### config.mk
export PLATFORM = sky130hd
export DESIGN_NAME = lsu_top
export DESIGN_NICKNAME = d
export VERILOG_FILES = /design/src/verilog/lsu_pkg.sv /design/src/verilog/lsu_req_gen.sv /design/src/verilog/lsu_txn_ctrl.sv /design/src/verilog/lsu_rdata_align.sv /design/src/verilog/lsu_top.sv
export SDC_FILE = /design/constraint.sdc
export NUM_CORES = 1
export LEC_CHECK = 0
export BUFFER_PORTS_ARGS = -buffer_cell sky130_fd_sc_hd__buf_2
export CORE_MARGIN = 4
export CORE_UTILIZATION = 44
export DETAILED_ROUTE_END_ITERATION = 10
export GPL_ROUTABILITY_DRIVEN = 0
export GPL_TIMING_DRIVEN = 0
export PLACE_DENSITY = 0.79
export SLEW_MARGIN = 40
export SYNTH_ARGS = -nofsm -noshare
export SYNTH_HDL_FRONTEND = slang
export SYNTH_SLANG_ARGS = --single-unit
### constraint.sdc
create_clock -name clk -period 2 [get_ports clk]
set_input_delay 0 -clock clk [delete_from_list [all_inputs] [get_ports clk]]
set_output_delay 0 -clock clk [all_outputs]
set_load 0.1 [all_outputs]
### src/verilog/lsu_pkg.sv
// shared types and constants of the load/store unit, imported by every lsu module
`default_nettype none

package lsu_pkg;

  ////////////////////
  // widths and depth

  localparam int xlen_lp   = 32;  // data and address width
  localparam int nbytes_lp = 4;   // byte lanes per bus word
  localparam int depth_lp  = 2;   // max outstanding bus transactions

  typedef logic [1:0] cnt_t;  // outstanding count, holds 0..depth_lp

  ////////////////////
  // encodings

  // access size as delivered by the ex stage
  typedef enum logic [1:0] {
    dt_word     = 2'b00,
    dt_half     = 2'b01,
    dt_byte     = 2'b10,
    dt_byte_alt = 2'b11  // second byte code, same behavior
  } data_type_e;

  // fill of the upper bits on loads
  typedef enum logic [1:0] {
    se_zero = 2'b00,
    se_sign = 2'b01,
    se_ones = 2'b10
  } sign_ext_e;

  ////////////////////
  // bundles

  // one load/store request from ex
  typedef struct packed {
    logic               we;          // 1 = store
    data_type_e         dtype;
    sign_ext_e          sign_ext;
    logic [1:0]         reg_offset;  // byte offset of store data inside the register
    logic               useincr;     // address = a + b when set, else a
    logic [xlen_lp-1:0] operand_a;
    logic [xlen_lp-1:0] operand_b;
    logic [xlen_lp-1:0] wdata;
  } lsu_req_t;

  // obi address phase
  typedef struct packed {
    logic [xlen_lp-1:0]   addr;
    logic                 we;
    logic [nbytes_lp-1:0] be;
    logic [xlen_lp-1:0]   wdata;
  } obi_req_t;

  // what wb needs to shape the returning load word
  typedef struct packed {
    data_type_e dtype;
    logic [1:0] offset;  // low address bits of the access
    sign_ext_e  sign_ext;
    logic       we;
  } wb_ctrl_t;

endpackage

`default_nettype wire

### src/verilog/lsu_req_gen.sv
// lsu input side: forms address, byte enables and lane-rotated store data from an ex request
`default_nettype none

module lsu_req_gen (
  input  lsu_pkg::lsu_req_t lsu_req_i,         // request held stable by ex
  input  logic              data_req_ex_i,     // ex wants an access
  output lsu_pkg::obi_req_t obi_req_o,         // address phase towards the bus
  output lsu_pkg::wb_ctrl_t wb_ctrl_o,         // control for the wb side
  output logic              data_misaligned_o  // access crosses a word boundary
);

  import lsu_pkg::*;

  logic [xlen_lp-1:0]   addr;       // effective address
  logic [1:0]           off;        // byte offset inside the word
  logic [1:0]           wdata_off;  // store rotate amount in bytes
  logic [nbytes_lp-1:0] be;
  logic [xlen_lp-1:0]   wdata;      // store data placed in its lanes

  ////////////////////
  // address

  assign addr = lsu_req_i.useincr ? (lsu_req_i.operand_a + lsu_req_i.operand_b)
                                  : lsu_req_i.operand_a;
  assign off  = addr[1:0];

  ////////////////////
  // byte enables

  // only the first part of a misaligned access is issued
  always_comb begin
    unique case (lsu_req_i.dtype)
      dt_word: be = 4'b1111 << off;  // lanes off..3
      dt_half: begin
        if (off == 2'd3) be = 4'b1000;  // upper byte falls into next word
        else             be = 4'b0011 << off;
      end
      dt_byte, dt_byte_alt: be = 4'b0001 << off;
    endcase
  end

  ////////////////////
  // store data

  assign wdata_off = off - lsu_req_i.reg_offset;  // wraps mod 4

  always_comb begin
    unique case (wdata_off)  // rotate left in whole bytes
      2'd0: wdata = lsu_req_i.wdata;
      2'd1: wdata = {lsu_req_i.wdata[23:0], lsu_req_i.wdata[31:24]};
      2'd2: wdata = {lsu_req_i.wdata[15:0], lsu_req_i.wdata[31:16]};
      2'd3: wdata = {lsu_req_i.wdata[7:0],  lsu_req_i.wdata[31:8]};
    endcase
  end

  ////////////////////
  // misalignment

  always_comb begin
    data_misaligned_o = 1'b0;
    if (data_req_ex_i) begin
      if (lsu_req_i.dtype == dt_word && off != 2'd0) data_misaligned_o = 1'b1;
      if (lsu_req_i.dtype == dt_half && off == 2'd3) data_misaligned_o = 1'b1;
    end
  end

  // outputs
  assign obi_req_o.addr  = addr;
  assign obi_req_o.we    = lsu_req_i.we;
  assign obi_req_o.be    = be;
  assign obi_req_o.wdata = wdata;

  assign wb_ctrl_o.dtype    = lsu_req_i.dtype;
  assign wb_ctrl_o.offset   = off;
  assign wb_ctrl_o.sign_ext = lsu_req_i.sign_ext;
  assign wb_ctrl_o.we       = lsu_req_i.we;

endmodule

`default_nettype wire

### src/verilog/lsu_txn_ctrl.sv
// lsu transaction control: obi request, outstanding count and lock-step ex/wb ready
`default_nettype none

module lsu_txn_ctrl (
  input  logic clk,
  input  logic rst_n,
  input  logic data_req_ex_i,   // ex offers a request
  input  logic data_gnt_i,      // bus accepts address phase
  input  logic data_rvalid_i,   // bus response, in order
  output logic data_req_o,      // obi req
  output logic lsu_ready_ex_o,  // ex may advance
  output logic lsu_ready_wb_o,  // wb may advance
  output logic busy_o,          // transfers ongoing or pending
  output logic ctrl_update_o    // ex request accepted, wb control loads
);

  import lsu_pkg::*;

  cnt_t cnt_q;       // outstanding transactions
  cnt_t cnt_d;
  logic count_up;    // address phase granted
  logic count_down;  // response retired

  ////////////////////
  // bus request

  // no rvalid in this path, so req never waits on a response
  assign data_req_o = data_req_ex_i && (cnt_q < cnt_t'(depth_lp));

  assign count_up   = data_req_o && data_gnt_i;
  assign count_down = data_rvalid_i;

  ////////////////////
  // ready and busy

  assign lsu_ready_wb_o = (cnt_q == '0) || data_rvalid_i;

  // with one in flight, wb only frees up if its response comes now
  always_comb begin
    if (!data_req_ex_i) begin
      lsu_ready_ex_o = 1'b1;                    // nothing to do
    end else if (cnt_q == cnt_t'(0)) begin
      lsu_ready_ex_o = count_up;                // grant moves it to wb
    end else if (cnt_q == cnt_t'(1)) begin
      lsu_ready_ex_o = count_up && data_rvalid_i;
    end else begin
      lsu_ready_ex_o = data_rvalid_i;           // full, wait for a retire
    end
  end

  assign ctrl_update_o = lsu_ready_ex_o && data_req_ex_i;

  assign busy_o = (cnt_q != '0) || data_req_o;

  ////////////////////
  // outstanding counter

  always_comb begin
    cnt_d = cnt_q;                                    // up and down together cancel
    if (count_up && !count_down) cnt_d = cnt_q + 1'b1;
    if (!count_up && count_down) cnt_d = cnt_q - 1'b1;
  end

  always_ff @(posedge clk or negedge rst_n) begin
    if (!rst_n) begin
      cnt_q <= '0;
    end else begin
      cnt_q <= cnt_d;
    end
  end

endmodule

`default_nettype wire

### src/verilog/lsu_rdata_align.sv
// lsu output side: keeps wb control, aligns and extends load data, holds the last result
`default_nettype none

module lsu_rdata_align (
  input  logic                        clk,
  input  logic                        rst_n,
  input  logic                        ctrl_update_i,  // ex request accepted
  input  logic                        data_rvalid_i,  // response this cycle
  input  lsu_pkg::wb_ctrl_t           wb_ctrl_i,      // control of the accepted request
  input  logic [lsu_pkg::xlen_lp-1:0] data_rdata_i,   // raw bus word
  output logic [lsu_pkg::xlen_lp-1:0] data_rdata_ex_o // aligned load result
);

  import lsu_pkg::*;

  wb_ctrl_t           wb_q;     // control of the access in wb
  logic [xlen_lp-1:0] rot;      // bus word shifted so the access starts at byte 0
  logic [15:0]        half;
  logic [xlen_lp-1:0] ext;      // extended result
  logic [xlen_lp-1:0] rdata_q;  // last load result
  logic               load_rsp; // rvalid belonging to a load

  // upper fill bit for the requested extension
  function automatic logic fill_bit(sign_ext_e se, logic msb);
    case (se)
      se_sign: fill_bit = msb;
      se_ones: fill_bit = 1'b1;
      default: fill_bit = 1'b0;  // zero extension
    endcase
  endfunction

  always_ff @(posedge clk or negedge rst_n) begin
    if (!rst_n) begin
      wb_q <= '0;
    end else if (ctrl_update_i) begin
      wb_q <= wb_ctrl_i;
    end
  end

  ////////////////////
  // alignment

  always_comb begin
    unique case (wb_q.offset)  // rotate right in whole bytes
      2'd0: rot = data_rdata_i;
      2'd1: rot = {data_rdata_i[7:0],  data_rdata_i[31:8]};
      2'd2: rot = {data_rdata_i[15:0], data_rdata_i[31:16]};
      2'd3: rot = {data_rdata_i[23:0], data_rdata_i[31:24]};
    endcase
  end

  // half at offset 3 only has its low byte in this word
  assign half = (wb_q.offset == 2'd3) ? {8'h00, rot[7:0]} : rot[15:0];

  always_comb begin
    unique case (wb_q.dtype)
      dt_word:              ext = rot;
      dt_half:              ext = {{16{fill_bit(wb_q.sign_ext, half[15])}}, half};
      dt_byte, dt_byte_alt: ext = {{24{fill_bit(wb_q.sign_ext, rot[7])}}, rot[7:0]};
    endcase
  end

  ////////////////////
  // result hold

  assign load_rsp = data_rvalid_i && !wb_q.we;

  always_ff @(posedge clk or negedge rst_n) begin
    if (!rst_n) begin
      rdata_q <= '0;
    end else if (load_rsp) begin
      rdata_q <= ext;
    end
  end

  assign data_rdata_ex_o = load_rsp ? ext : rdata_q;  // bypass in the response cycle

endmodule

`default_nettype wire

### src/verilog/lsu_top.sv
// load/store unit top, connects request formation, transaction control and load alignment
`default_nettype none

module lsu_top (
  input  logic                        clk,
  input  logic                        rst_n,
  // ex stage
  input  logic                        data_req_ex_i,
  input  lsu_pkg::lsu_req_t           lsu_req_i,
  output logic [lsu_pkg::xlen_lp-1:0] data_rdata_ex_o,
  output logic                        data_misaligned_o,
  output logic                        lsu_ready_ex_o,
  output logic                        lsu_ready_wb_o,
  output logic                        busy_o,
  // obi data bus
  output logic                        data_req_o,
  output lsu_pkg::obi_req_t           data_obi_o,
  input  logic                        data_gnt_i,
  input  logic                        data_rvalid_i,
  input  logic [lsu_pkg::xlen_lp-1:0] data_rdata_i
);

  import lsu_pkg::*;

  wb_ctrl_t wb_ctrl;      // control of the request in ex
  logic     ctrl_update;  // ex -> wb handover

  lsu_req_gen u_req_gen (
    .lsu_req_i         (lsu_req_i),
    .data_req_ex_i     (data_req_ex_i),
    .obi_req_o         (data_obi_o),   // stable while ex holds the request
    .wb_ctrl_o         (wb_ctrl),
    .data_misaligned_o (data_misaligned_o)
  );

  lsu_txn_ctrl u_txn_ctrl (
    .clk            (clk),
    .rst_n          (rst_n),
    .data_req_ex_i  (data_req_ex_i),
    .data_gnt_i     (data_gnt_i),
    .data_rvalid_i  (data_rvalid_i),
    .data_req_o     (data_req_o),
    .lsu_ready_ex_o (lsu_ready_ex_o),
    .lsu_ready_wb_o (lsu_ready_wb_o),
    .busy_o         (busy_o),
    .ctrl_update_o  (ctrl_update)
  );

  lsu_rdata_align u_rdata_align (
    .clk             (clk),
    .rst_n           (rst_n),
    .ctrl_update_i   (ctrl_update),
    .data_rvalid_i   (data_rvalid_i),
    .wb_ctrl_i       (wb_ctrl),
    .data_rdata_i    (data_rdata_i),
    .data_rdata_ex_o (data_rdata_ex_o)
  );

endmodule

`default_nettype wire

==> results of run 1 <==
-- cell families after synthesis --
family          after synthesis  synth area share [%]
compound gates              136                  17.4
xor+xnor                     29                  4.85
fa+ha+maj                    41                  9.65
buf+inv                      57                  4.57
flops                        41                  19.0
mux                         130                  31.5
simple gates                154                  13.0
-- cell usage after synthesis, types with 3 or more instances --
cell type  count
o211ai_1       5
o21ai_1        6
dfrtp_1       41
mux4_2        28
nand4_1        5
nand2_1       61
nor3_1         6
mux2_1         6
a21o_1        18
mux2i_1       67
o21ai_0       11
ha_1          40
xnor2_1       15
a21oi_1       56
nand3_1       10
o2111ai_1      5
nor2b_1        6
nor2_1        45
a31oi_1        5
o21bai_1       3
nand2b_1       3
buf_1          5
mux2_2        28
clkbuf_1      20
xor2_1        13
inv_1         19
buf_2          8
a21oi_4        4
-- per-stage QoR --
stage | setup TNS [ps] | cells | utilization (%) | instance area (um^2) | setup WS [ps]
3_3_place_gp | -56030 | 980 | 68.6 | 8250 | -1390
3_5_place_dp | -52730 | 981 | 69.0 | 8280 | -1140
4_1_cts | -14800 | 1041 | 89.1 | 10700 | -506
2_1_floorplan | -47810 | 588 | - | 6840 | -1040
-- repair_timing --
item | 4_1_cts
endpoints found under the hold margin | 44
pin swaps | 43
hold buffers | 4
buffers inserted | 47
resized for setup | 436
gates cloned | 4
setup endpoints to repair | 106
-- layer usage --
layer,global-route usage (%),GRT overflow
met3,38.9,0
met5,2.57,0
met4,72.9,4
met2,87.7,5
met1,59.8,0
==> summary.txt, run 1 <==
Run status
  • Status: did not finish
  • Stop stage: global routing
  • Log Error: [ERROR GRT-0232] Routing congestion too high. Check the congestion heatmap in the GUI.

Floorplanning
  • Die X: between 100 and 150 um
  • Initial Util: between 40% and 50%
  • Die Y: approximately 120 um
  • Site Rows: 40
  • I/O Pins: between 200 and 250

Synthesis
  • Synth top area cells: dfrtp_1 (19%), mux2i_1 (12%), mux4_2 (12%)
  • Area leader, netlist: dfrtp_1
  • Post-Syn Area per Cell: between 9 and 10 um^2
  • Seq/Total Area, Yosys: a little under a fifth
  • Count of warnings emitted by yosys: 0
  • Area fraction of the dominant cell type after synthesis: between 10% and 20%
  • Post-synth EDFFs: 0
  • Post-Synthesis Cell Area: ~5400 um^2
  • Top FF cell, synth: dfrtp_1
  • Synth cell types: 65
  • Syn Inst Count: approximately 590
  • Net Count, Synth: 770
  • FFs w/ async S/R, synth: between 90% and 100%
  • FF+latch count, synth: between 40 and 50

GRT
  • Global Route Usage Sum: 63.6%
  • Antenna violations before repair: 4
  • Largest net degree at the start of global routing: 42
  • Global route total overflow: 9

Clock network
  • CTS Sinks: just over 40
  • CTS Buf Count: 5
  • H-Tree Depth: 2
  • Clock buffer depth: 2
  • Root buf cell: clkbuf_16

Placement
  • Post-DP HPWL: around 15000 um
  • Port Buffers: approximately 250

Timing
  • Worst ep type: top-level output
  • Worst EP post-GRT repair: data_obi_o[61]
==> inputs of run 2 (changes only) <==
CORE_UTILIZATION = 39   (was 44)
PLACE_DENSITY = not set   (was 0.79)
PLACE_DENSITY_LB_ADDON = 0.15   (was not set)
clock period = 2.6 ns   (was 2 ns; I/O delays follow)
==> run 2 against run 1 <==
  * The flow now finishes, with violations (setup timing)
  * Synthesized cell count stayed put
  * Synthesized area stayed put
==> summary.txt, run 2 <==
Run status
  • Status: complete, but fails checks
  • Violated checks: setup timing

Hold path
  • Hold path start: lsu_req_i[101]
  • Min-Delay Path Class: input pin to flop
  • Hold Path End: u_rdata_align.wb_q[5]
  • Cell count of the worst hold path: 2

Synthesis
  • Most common cell in the synthesized netlist: mux2i_1
  • FF+latch count, synth: 41 (unchanged)
  • Most common library cells after synthesis: mux2i_1 (67), nand2_1 (61), a21oi_1 (56), nor2_1 (45), dfrtp_1 (41)
  • Post-Synthesis Cell Area: 5390 um^2 (unchanged)
  • Syn Inst Count: 588 (unchanged)
  • Synth cell types: 65 (unchanged)
  • Area fraction of the dominant cell type after synthesis: 19.0% (unchanged)
  • Net Count, Synth: 770 (unchanged)
  • Top FF cell, synth: dfrtp_1
  • FFs w/ async S/R, synth: 100% (unchanged)
  • Post-synth EDFFs: 0 (unchanged)
  • Post-Syn Area per Cell: 9.17 um^2 (unchanged)
  • Seq/Total Area, Yosys: 19.0% (unchanged)
  • Count of warnings emitted by yosys: 0 (unchanged)
  • Area leader, netlist: dfrtp_1
  • Synth top area cells: dfrtp_1 (19%), mux2i_1 (12%), mux4_2 (12%)

Timing
  • Unrepaired setup endpoints after global routing: true
  • Fmax: ~370 MHz
  • Skew final: around 6.7 ps
  • Worst Tran Pin Value: ~740 ps
  • Max-Slew Margin vs Limit: 50.7%
  • Period minus WS final: between 2000 and 3000 ps
  • Final period util: 103%
  • Final hold violations: 0
  • Fin. max-slew vios: 0
  • Final WS setup: -85.1 ps
  • Final setup violation count: 3
  • Setup TNS Final: -177 ps

Cells and area
  • P&R area growth vs syn: 61.4%
  • Share of cells above drive strength 1: approximately 58%
  • Biggest regs: u_rdata_align.rdata_q: 32 flops, u_rdata_align.wb_q: 7 flops, u_txn_ctrl.cnt_q: 2 flops
  • Antenna diodes: 0
  • Filler Cells Inserted: ~1.1k
  • Fin nets: ~1.0k
  • Max reg flops: 32
  • Commonest non-fill, non-tap cells in the layout: buf_2 (218), nand2_1 (60), mux2i_4 (48), nor2_1 (44)
  • Biggest register: u_rdata_align.rdata_q
  • Most common cell after layout, fill and taps aside: buf_2
  • Sequential standard cell area: about 1000 um^2
  • Multi-input gate area: about 5300 um^2
  • Design area: about 8700 um^2

Worst setup path
  • WP data required: between 2000 and 3000 ps
  • R2r worst-path depth: 9
  • CP most frequent cell: o21ai_2
  • WS Path Type: input pin to output pin
  • CP cell instances: buf_8 -> ha_4 -> inv_2 -> fa_2 -> nor2b_2 -> o21ai_2 -> a21o_1 -> a211oi_2 -> o21ai_2 -> a211o_4 -> o31ai_4 -> nand2_1 -> o211ai_1 -> buf_6
  • Crit-path max FO: 4
  • CP Capture Type: output pin
  • R2r setup slk: between 300 and 400 ps
  • Slowest-stage cell, CP: a211o_4
  • Max stage delay on crit path: about 380 ps
  • CP arrival: around 2700 ps
  • Reg-to-reg endpoint: u_rdata_align.wb_q[1]
  • RR Startpoint: u_txn_ctrl.cnt_q[1]
  • Startpoint Class: input pin

Floorplanning
  • Initial Util: 40.2% (-4.7 points)
  • Core area: 13400 um^2
  • Die area: roughly 16000 um^2
  • Site Rows: 42 (+5.0%)
  • Die X: 126 um (+5.8%)
  • Die Y: 126 um (+5.8%)
  • I/O Pins: 247 (unchanged)

Placement
  • Port Buffers: 245 (unchanged)
  • Area post-placement: 7930 um^2 (-4.3%)
  • Post-DP HPWL: 15200 um (-0.16%)

Route
  • DR WL/cell: between 15 and 20 um
  • Drt drc: 0
  • Pre-Repair DR Iteration Count: 4
  • DRT Wirelength: a little under 20000 um
  • Avg Vias per Cell: between 5 and 6
  • Routed vias: a little under 6k
  • Final antenna-violating net count: 0
  • Drt initial violations: 332

Pwr
  • Leakage: roughly 3.8 nW
  • Pwr/cell area: approximately 1300 nW/um^2
  • Worst VDD drop: around 1100 uV
  • Tot Pwr: 0.0109 W

Clock network
  • Root buf cell: clkbuf_16
  • Clock buffer depth: 2 (unchanged)
  • Clock-pin slew on the worst setup and hold paths: around 50 ps
  • Latest clock arrival within the worst-skew pair: about 290 ps
  • CTS Sinks: 41 (unchanged)
  • CTS tree: done
  • CTS Buf Count: 5 (unchanged)
  • H-Tree Depth: 2 (unchanged)

Flow run
  • Max_cap viols: 0

GRT
  • Global Route Usage Sum: a little under a quarter
  • Largest net degree at the start of global routing: 42
  • First-pass GRT wire length: 30700 um
  • Antenna violations before repair: 0
  • Vias in the first global route: around 6.2k
  • Global route total overflow: 0
run 2: cell counts after synthesis:
No cell type changed its count.
run 2: logic make-up after synthesis:
kind of cell / share of synthesized area, %
multiplexers: 31.5
adder cells (fa/ha/maj): 9.65
buffers and inverters: 4.57
AO/OA/AOI/OAI: 17.4
XOR/XNOR: 4.85
flip-flops: 19.0
AND/OR/NAND/NOR: 13.0
run 2: per-layer routing:
| layer | vias to the layer above | track usage, % | routed length, um |
|---|---|---|---|
| li1 | 2760 | - | - |
| met1 | 2828 | 27.9 | 7320 |
| met2 | 268 | 42.6 | 9890 |
| met3 | 33 | 3.97 | 1490 |
| met4 | 0 | 7.59 | 595 |
| met5 | - | 0 | 0 |
run 2: area by class of cell:
cell class                      instances  area share (%)
Buffer                                 34            2.29
Clock buffer                            7            1.75
Clock inverter                          1          0.0575
Inverter                               20           0.863
Multi-Input combinational cell        490            61.1
Sequential cell                        41            11.8
Tap cell                              176            2.53
Timing Repair Buffer                  274            19.7
run 2: critical path, delay by kind of cell:
family | cells | cell delay [ps]
AO/OA/AOI/OAI | 7 | 1580
adder cells (fa/ha/maj) | 2 | 470
buffers and inverters | 3 | 370
AND/OR/NAND/NOR | 2 | 240
run 2: worst max path at each step:
stage	end	cells after the start	slack [ps]	from
3_5_place_dp	data_rdata_ex_o[23]	11	-620	u_rdata_align.wb_q[4]
4_1_cts	data_obi_o[65]	14	-60	lsu_req_i[64]
2_1_floorplan	u_rdata_align.rdata_q[15]	8	-650	u_rdata_align.wb_q[4]
5_1_grt	data_obi_o[65]	14	-190	lsu_req_i[32]
3_3_place_gp	data_obi_o[10]	10	-650	lsu_req_i[32]
6_report	data_obi_o[65]	14	-90	lsu_req_i[32]
run 2: repair_timing:
| action | in CTS | in global routing |
|---|---|---|
| setup endpoints to repair | 85 | 52 |
| pin swaps | 21 | 25 |
| gates cloned | 0 | 0 |
| hold buffers | 4 | 0 |
| hold endpoints to repair | 44 | 0 |
| setup buffers | 13 | 9 |
| resized for setup | 66 | 43 |
run 2: metrics by stage:
step	util (%)	setup WS [ps]	hold WS (ps)	cells
4_1_cts	63.2	-61.4	47.3	1035
2_1_floorplan	-	-651	-296	588
3_5_place_dp	59.1	-624	20.4	1012
5_1_grt	64.9	-190	71.6	1043
3_3_place_gp	58.5	-650	180	1009
6_report	64.9	-85.1	48.8	1043
run 2: power breakdown:
| part | total [W] | leakage (nW) | internal [W] | switching, W |
|---|---|---|---|---|
| Sequential | 0.00113 | 0.476 | 0.000970 | 0.000160 |
| Combinational | 0.00915 | 3.26 | 0.00249 | 0.00666 |
| Clock | 0.000656 | 0.0799 | 0.000406 | 0.000249 |
Note: power is estimated with default switching activity, not from simulation.
==> inputs of run 3 (changes only) <==
MAX_ROUTING_LAYER = met4   (was not set)
==> run 3 against run 2 <==
  * The run still ends with setup timing left
  * Final cell count stayed put
  * Critical path depth unchanged
  * Die area stayed put
  * Cell area about the same
  * Sequential cell count unchanged
  * Highest routed layer unchanged
  * Combinational power about the same
  * Sequential power about the same
  * First-iteration DRC count rose by 14%
  * Maximum frequency down 0.12%
==> summary.txt, run 3 (synthesis gave the netlist of run 2 again) <==
Run status
  • Status: complete, but fails checks
  • Violated checks: setup timing

Flow run
  • Max_cap viols: 0 (unchanged)

Cells and area
  • P&R area growth vs syn: 61.5% (about the same)
  • Biggest register: u_rdata_align.rdata_q
  • Design area: 8710 um^2 (about the same)
  • Biggest regs: u_rdata_align.rdata_q: 32 flops, u_rdata_align.wb_q: 7 flops, u_txn_ctrl.cnt_q: 2 flops
  • Final std cells w/o fill: 1043 (unchanged)
  • Most common cell after layout, fill and taps aside: buf_2
  • Max reg flops: 32 (unchanged)
  • Fin nets: 1048 (unchanged)
  • Antenna diodes: 0 (unchanged)
  • Commonest non-fill, non-tap cells in the layout: buf_2 (218), nand2_1 (60), mux2i_4 (48), nor2_1 (44), dfrtp_1 (41)
  • Share of cells above drive strength 1: 57.7% (unchanged)

Pwr
  • Worst VDD drop: 1120 uV (about the same)
  • Sw Share: 64.6% (about the same)
  • Comb pwr share: 83.8% (about the same)
  • Pwr/cell area: 1260 nW/um^2 (about the same)
  • Pint: 0.00387 W (+0.18%)
  • Reg power frac: 10.3% (about the same)
  • Leakage: 3.81 nW (about the same)
  • Psw: 0.00707 W (about the same)
  • Clock Power Share: 5.9% (about the same)

Worst setup path
  • Crit path max-delay family: compound AO/OA/AOI/OAI gates
  • WS Path Type: input pin to output pin
  • Crit-path max FO: 4 (unchanged)
  • R2r setup slk: 340 ps (about the same)
  • CP Capture Type: output pin
  • CP cell instances: buf_8 -> ha_4 -> inv_2 -> fa_2 -> nor2b_2 -> o21ai_2 -> a21o_1 -> a211oi_2 -> o21ai_2 -> a211o_4 -> o31ai_4 -> nand2_1 -> o211ai_1 -> buf_6
  • CP most frequent cell: o21ai_2
  • Slowest-stage cell, CP: a211o_4
  • Max stage delay on crit path: 380 ps (about the same)
  • Buf/Inv on CP: 3 (unchanged)
  • WP data required: 2600 ps (about the same)
  • CP arrival: 2690 ps (about the same)
  • Startpoint Class: input pin

Timing
  • Fmax: 372 MHz (-0.12%)
  • Fin. max-slew vios: 0 (unchanged)
  • Final setup violation count: 3 (unchanged)
  • Final period util: 103% (+0.12 points)
  • Max-Slew Margin vs Limit: 50.3% (-0.37 points)
  • Period minus WS final: 2690 ps (+3.25 ps)
  • Final WS setup: -88.4 ps (-3.25 ps)
  • Worst Tran Pin Value: 746 ps (+5.51 ps)
  • Skew final: 5.18 ps (-1.49 ps)
  • Setup TNS Final: -180 ps (-3.59 ps)
  • Final hold violations: 0 (unchanged)
  • Unrepaired setup endpoints after global routing: true

Floorplanning
  • Site Rows: 42 (unchanged)
  • Die X: 126 um (unchanged)
  • Core area: 13400 um^2 (unchanged)
  • I/O Pins: 247 (unchanged)
  • Initial Util: 40.2% (unchanged)
  • Die Y: 126 um (unchanged)
  • Die area: 15800 um^2 (unchanged)

GRT
  • First-pass GRT wire length: 30600 um (-0.18%)
  • Largest net degree at the start of global routing: 42 (unchanged)
  • Global route total overflow: 0 (unchanged)
  • Vias in the first global route: 6223 (+0.18%)
  • Global Route Usage Sum: 24.1% (+0.67 points)
  • Antenna violations before repair: 0 (unchanged)

Clock network
  • Clock buffer depth: 2 (unchanged)
  • CTS tree: done
  • Root buf cell: clkbuf_16
  • CTS Buf Count: 5 (unchanged)
  • Latest clock arrival within the worst-skew pair: 290 ps (about the same)
  • CTS Sinks: 41 (unchanged)
  • H-Tree Depth: 2 (unchanged)
  • Clock-pin slew on the worst setup and hold paths: 50 ps (about the same)

Hold path
  • Min-Delay Path Class: input pin to flop

Route
  • Avg Vias per Cell: 5.64 (about the same)
  • Final antenna-violating net count: 0 (unchanged)
  • DR WL/cell: 18.5 um (about the same)
  • DRT Wirelength: 19300 um (about the same)
  • Routed vias: 5884 (-0.085%)
  • Drt initial violations: 378 (+14%)
  • Pre-Repair DR Iteration Count: 5 (+1)
  • Drt drc: 0 (unchanged)

Placement
  • Port Buffers: 245 (unchanged)
  • Inst Count DP: 1012 (unchanged)
  • Area post-placement: 7930 um^2 (unchanged)
  • Post-DP HPWL: 15200 um (unchanged)
-- run 3: cell types whose count changed in the layout (fill, tap and decap cells not counted) --
| cell | change |
|---|---|
| buf_4 | -1 |
| buf_6 | +1 |
-- run 3: cell type report --
cell class | instances | area [um^2]
multi-input combinational | 490 | 5310
fill | 1073 | 4690
timing repair buffer | 274 | 1710
sequential | 41 | 1030
tap | 176 | 220
buffer | 34 | 199
clock buffer | 7 | 153
inverter | 20 | 75.1
clock inverter | 1 | 5.00
-- run 3: timing repair --
| item | CTS | global route |
|---|---|---|
| endpoints found under the hold margin | 44 | 0 |
| setup endpoints to repair | 85 | 52 |
| buffers inserted | 13 | 9 |
| gates resized for setup | 66 | 44 |
| hold buffers | 4 | 0 |
| pin swaps | 21 | 25 |
-- run 3: power by group through the flow --
stage | Sequential, W | Clock (W) | Combinational [W]
after CTS | 0.00113 | 0.000667 | 0.00901
after detailed placement | 0.00111 | 0 | 0.00872
after global routing | 0.00117 | 0.000695 | 0.00952
after global placement | 0.00109 | 0 | 0.00857
after floorplan | 0.00107 | 0 | 0.00740
final | 0.00113 | 0.000649 | 0.00917
-- run 3: final timing paths --
| kind | start | to | depth (start not counted) |
|---|---|---|---|
| min in group asynchronous | rst_n | u_rdata_align.rdata_q[16] | 2 |
| max reg2reg | u_txn_ctrl.cnt_q[1] | u_rdata_align.wb_q[1] | 9 |
| min reg2reg | u_rdata_align.rdata_q[7] | u_rdata_align.rdata_q[7] | 1 |
| max | lsu_req_i[32] | data_obi_o[65] | 14 |
| min | lsu_req_i[101] | u_rdata_align.wb_q[5] | 2 |
| max in group asynchronous | rst_n | u_rdata_align.rdata_q[26] | 2 |
-- run 3: per-stage QoR --
stage	setup slack (ps)	utilization, %	total power [W]	hold WS [ps]
floorplan	-651	-	0.00848	-296
global placement	-650	58.5	0.00966	180
detailed placement	-624	59.1	0.00982	20.4
CTS	-61.4	63.2	0.0108	47.3
global route	-190	65.0	0.0114	71.6
finish	-88.4	65.0	0.0109	50.0
-- run 3: layer usage --
| metal | share of wire (%) | GRT usage [%] | wire (um) |
|---|---|---|---|
| met1 | 39 | 28.2 | 7450 |
| met2 | 51 | 42.6 | 9910 |
| met3 | 7.0 | 3.45 | 1360 |
| met4 | 3.0 | 7.59 | 584 |
| met5 | 0 | - | 0 |
==> inputs of run 4 (changes only) <==
CORE_MARGIN = not set   (was 4)
clock period = 3.15 ns   (was 2.6 ns; I/O delays follow)
==> run 4 against run 3 <==
  * The flow now finishes without violations
  * Register-to-register slack better by 350 ps
  * Sequential cell count unchanged
  * Cell area shrank 13%
  * Core utilization decreased by 8.0 points
  * Sequential power shrank 19%
  * First-iteration DRC count grew 4.2%
  * Routed wire length shrank 11%
  * Largest power group unchanged
==> summary.txt, run 4 (synthesis gave the netlist of run 2 again) <==
Run status
  • Status: completed

Hold path
  • Cell count of the worst hold path: 2 (unchanged)
  • Min-Delay Path Class: input pin to flop
  • Hold path start: lsu_req_i[101]
  • Hold Path End: u_rdata_align.wb_q[5]

Pwr
  • Sw Share: 67.4% (+2.7 points)
  • Worst VDD drop: 694 uV (-38%)
  • Pint: 0.00266 W (-31%)
  • Comb pwr share: 82.6% (-1.2 points)
  • Leakage: 3.54 nW (-7.2%)
  • Pwr/cell area: 1070 nW/um^2 (-15%)
  • Clock Power Share: 6.2% (+0.3 points)
  • Psw: 0.00548 W (-22%)
  • Reg power frac: 11.2% (+0.9 points)

Cells and area
  • Filler Cells Inserted: 1220 (+14%)
  • Share of cells above drive strength 1: 46.2% (-12 points)
  • Antenna diodes: 0 (unchanged)
  • Final std cells w/o fill: 1023 (-1.9%)
  • Most common cell after layout, fill and taps aside: buf_2
  • P&R area growth vs syn: 40.9%
  • Max reg flops: 32 (unchanged)
  • Fin nets: 1028 (-1.9%)
  • Design area: 7600 um^2 (-13%)
  • Commonest non-fill, non-tap cells in the layout: buf_2 (250), nand2_1 (61), a21oi_1 (55), nor2_1 (45), dfrtp_1 (41)
  • Biggest register: u_rdata_align.rdata_q
  • Biggest regs: u_rdata_align.rdata_q: 32 flops, u_rdata_align.wb_q: 7 flops, u_txn_ctrl.cnt_q: 2 flops

Timing
  • Unrepaired setup endpoints after global routing: false
  • Final period util: around 95%
  • Worst Tran Pin Value: 774 ps (+28.5 ps)
  • Final setup violation count: 0 (-3)
  • Period minus WS final: between 3000 and 4000 ps
  • Fmax: 333 MHz
  • Skew final: 5.70 ps (+0.524 ps)
  • Fin. max-slew vios: 0 (unchanged)
  • Max-Slew Margin vs Limit: 48.0% (-2.3 points)
  • Final hold violations: 0 (unchanged)

Worst setup path
  • R2r setup slk: 690 ps (+350 ps)
  • Startpoint Class: input pin
  • Crit path max-delay family: compound AO/OA/AOI/OAI gates
  • WS Path Type: input pin to output pin
  • CP most frequent cell: o21ai_1
  • CP cell instances: buf_2 -> ha_1 -> inv_1 -> fa_1 -> nor2b_1 -> o21ai_1 -> a21o_1 -> a211oi_2 -> o21ai_1 -> a211o_1 -> o31ai_2 -> nand3_1 -> o311ai_2 -> clkbuf_4
  • R2r worst-path depth: 9 (unchanged)
  • Crit-path max FO: 4 (unchanged)
  • Buf/Inv on CP: 3 (unchanged)
  • CP arrival: 3010 ps (+320 ps)
  • CP Capture Type: output pin
  • Reg-to-reg endpoint: u_rdata_align.rdata_q[30]
  • Max stage delay on crit path: 430 ps (+50 ps)
  • WP data required: 3150 ps (+550 ps)
  • Slowest-stage cell, CP: fa_1
  • RR Startpoint: u_rdata_align.wb_q[4]

Floorplanning
  • Die X: 120 um (-4.8%)
  • Die area: 14300 um^2 (-9.3%)
  • Die Y: 120 um (-4.8%)
  • Site Rows: 42 (unchanged)
  • Initial Util: 40.4% (+0.16 points)
  • I/O Pins: 247 (unchanged)
  • Core area: 13300 um^2 (-0.39%)

GRT
  • Global Route Usage Sum: 24.7% (+0.64 points)
  • Antenna violations before repair: 0 (unchanged)
  • Vias in the first global route: 5682 (-8.7%)
  • Largest net degree at the start of global routing: 42 (unchanged)
  • First-pass GRT wire length: 27700 um (-9.5%)
  • Global route total overflow: 0 (unchanged)

Route
  • Drt initial violations: 394 (+4.2%)
  • Final antenna-violating net count: 0 (unchanged)
  • Avg Vias per Cell: 5.50 (-2.5%)
  • Pre-Repair DR Iteration Count: 4 (-1)
  • DR WL/cell: 16.8 um (-9.5%)
  • Met2 wire length: 8630 um (-13%)
  • Routed vias: 5628 (-4.4%)
  • Drt drc: 0 (unchanged)
  • Met1 WL: 7050 um (-5.4%)
  • DRT Wirelength: 17100 um (-11%)
  • Met3 WL: 1080 um (-20%)
  • Max Used Layer: met4

Clock network
  • CTS Buf Count: 5 (unchanged)
  • Clock buffer depth: 2 (unchanged)
  • CTS tree: done
  • CTS Sinks: 41 (unchanged)
  • Root buf cell: clkbuf_16
  • # Post-CTS Setup Buffers: 0 (-13)
  • H-Tree Depth: 2 (unchanged)
  • Latest clock arrival within the worst-skew pair: 300 ps (about the same)
  • Clock-pin slew on the worst setup and hold paths: 60 ps (about the same)

Placement
  • Inst Count DP: 1012 (unchanged)
  • Port Buffers: 245 (unchanged)
  • Area post-placement: 7390 um^2 (-6.8%)
  • Post-DP HPWL: 14300 um (-6.1%)

Flow run
  • Max_cap viols: 0 (unchanged)
[run 4: metal layers]
layer  vias up  track usage, %
met5         -               -
li1       2697               -
met2       227            42.6
met3        24            3.42
met4         0            8.20
met1      2680            29.7
[run 4: repair_timing]
item / CTS / global route
endpoints found under the setup margin: 0 / 29
gates resized for setup: 0 / 7
endpoints found under the hold margin: 44 / 0
hold buffers: 4 / 0
[run 4: final cells by class]
class	count	area [um^2]	share of cell area [%]
sequential	41	1030	13.5
timing repair buffer	252	1360	17.8
multi-input combinational	490	4600	60.6
clock buffer	5	125	1.65
buffer	36	174	2.29
inverter	20	75.1	0.988
clock inverter	3	17.5	0.231
tap	176	220	2.90
[run 4: worst register-to-register path, cell delays in order (launching register included)]
cell and delay, ps:
dfrtp_1 320, buf_2 210, mux2_1 370, nor2_1 90
a21oi_1 70, a21oi_1 190, o31a_1 370, o21a_2 320
buf_2 260, a21oi_1 120
[run 4: power groups by stage]
stage / Combinational (W) / Clock [W] / Sequential (W)
after floorplan: 0.00567 / 0 / 0.000891
after global placement: 0.00659 / 0 / 0.000902
after detailed placement: 0.00670 / 0 / 0.000921
after CTS: 0.00672 / 0.000517 / 0.000913
after global routing: 0.00701 / 0.000534 / 0.000937
final: 0.00672 / 0.000507 / 0.000911
[run 4: worst max-delay path by stage]
stage	from	to	slack [ps]	cells past startpoint
2_1_floorplan	u_rdata_align.wb_q[4]	u_rdata_align.rdata_q[21]	-370	10
3_3_place_gp	lsu_req_i[32]	data_obi_o[11]	-50	10
3_5_place_dp	lsu_req_i[64]	data_obi_o[61]	90	14
4_1_cts	u_rdata_align.wb_q[4]	data_rdata_ex_o[30]	30	11
5_1_grt	lsu_req_i[64]	data_obi_o[63]	10	14
6_report	lsu_req_i[64]	data_obi_o[61]	140	14
[run 4: through the flow]
step | power (W) | hold slack (ps) | util [%] | TNS [ps] | setup slack [ps]
final | 0.00814 | 23.0 | 56.9 | 0 | 144
after CTS | 0.00815 | 15.2 | 56.7 | 0 | 28.9
after global placement | 0.00749 | 165 | 54.6 | -520 | -46.6
after global routing | 0.00849 | 45.3 | 56.9 | 0 | 10.1
after floorplan | 0.00656 | -296 | - | -7100 | -372
after detailed placement | 0.00762 | 17.2 | 55.4 | 0 | 87.5
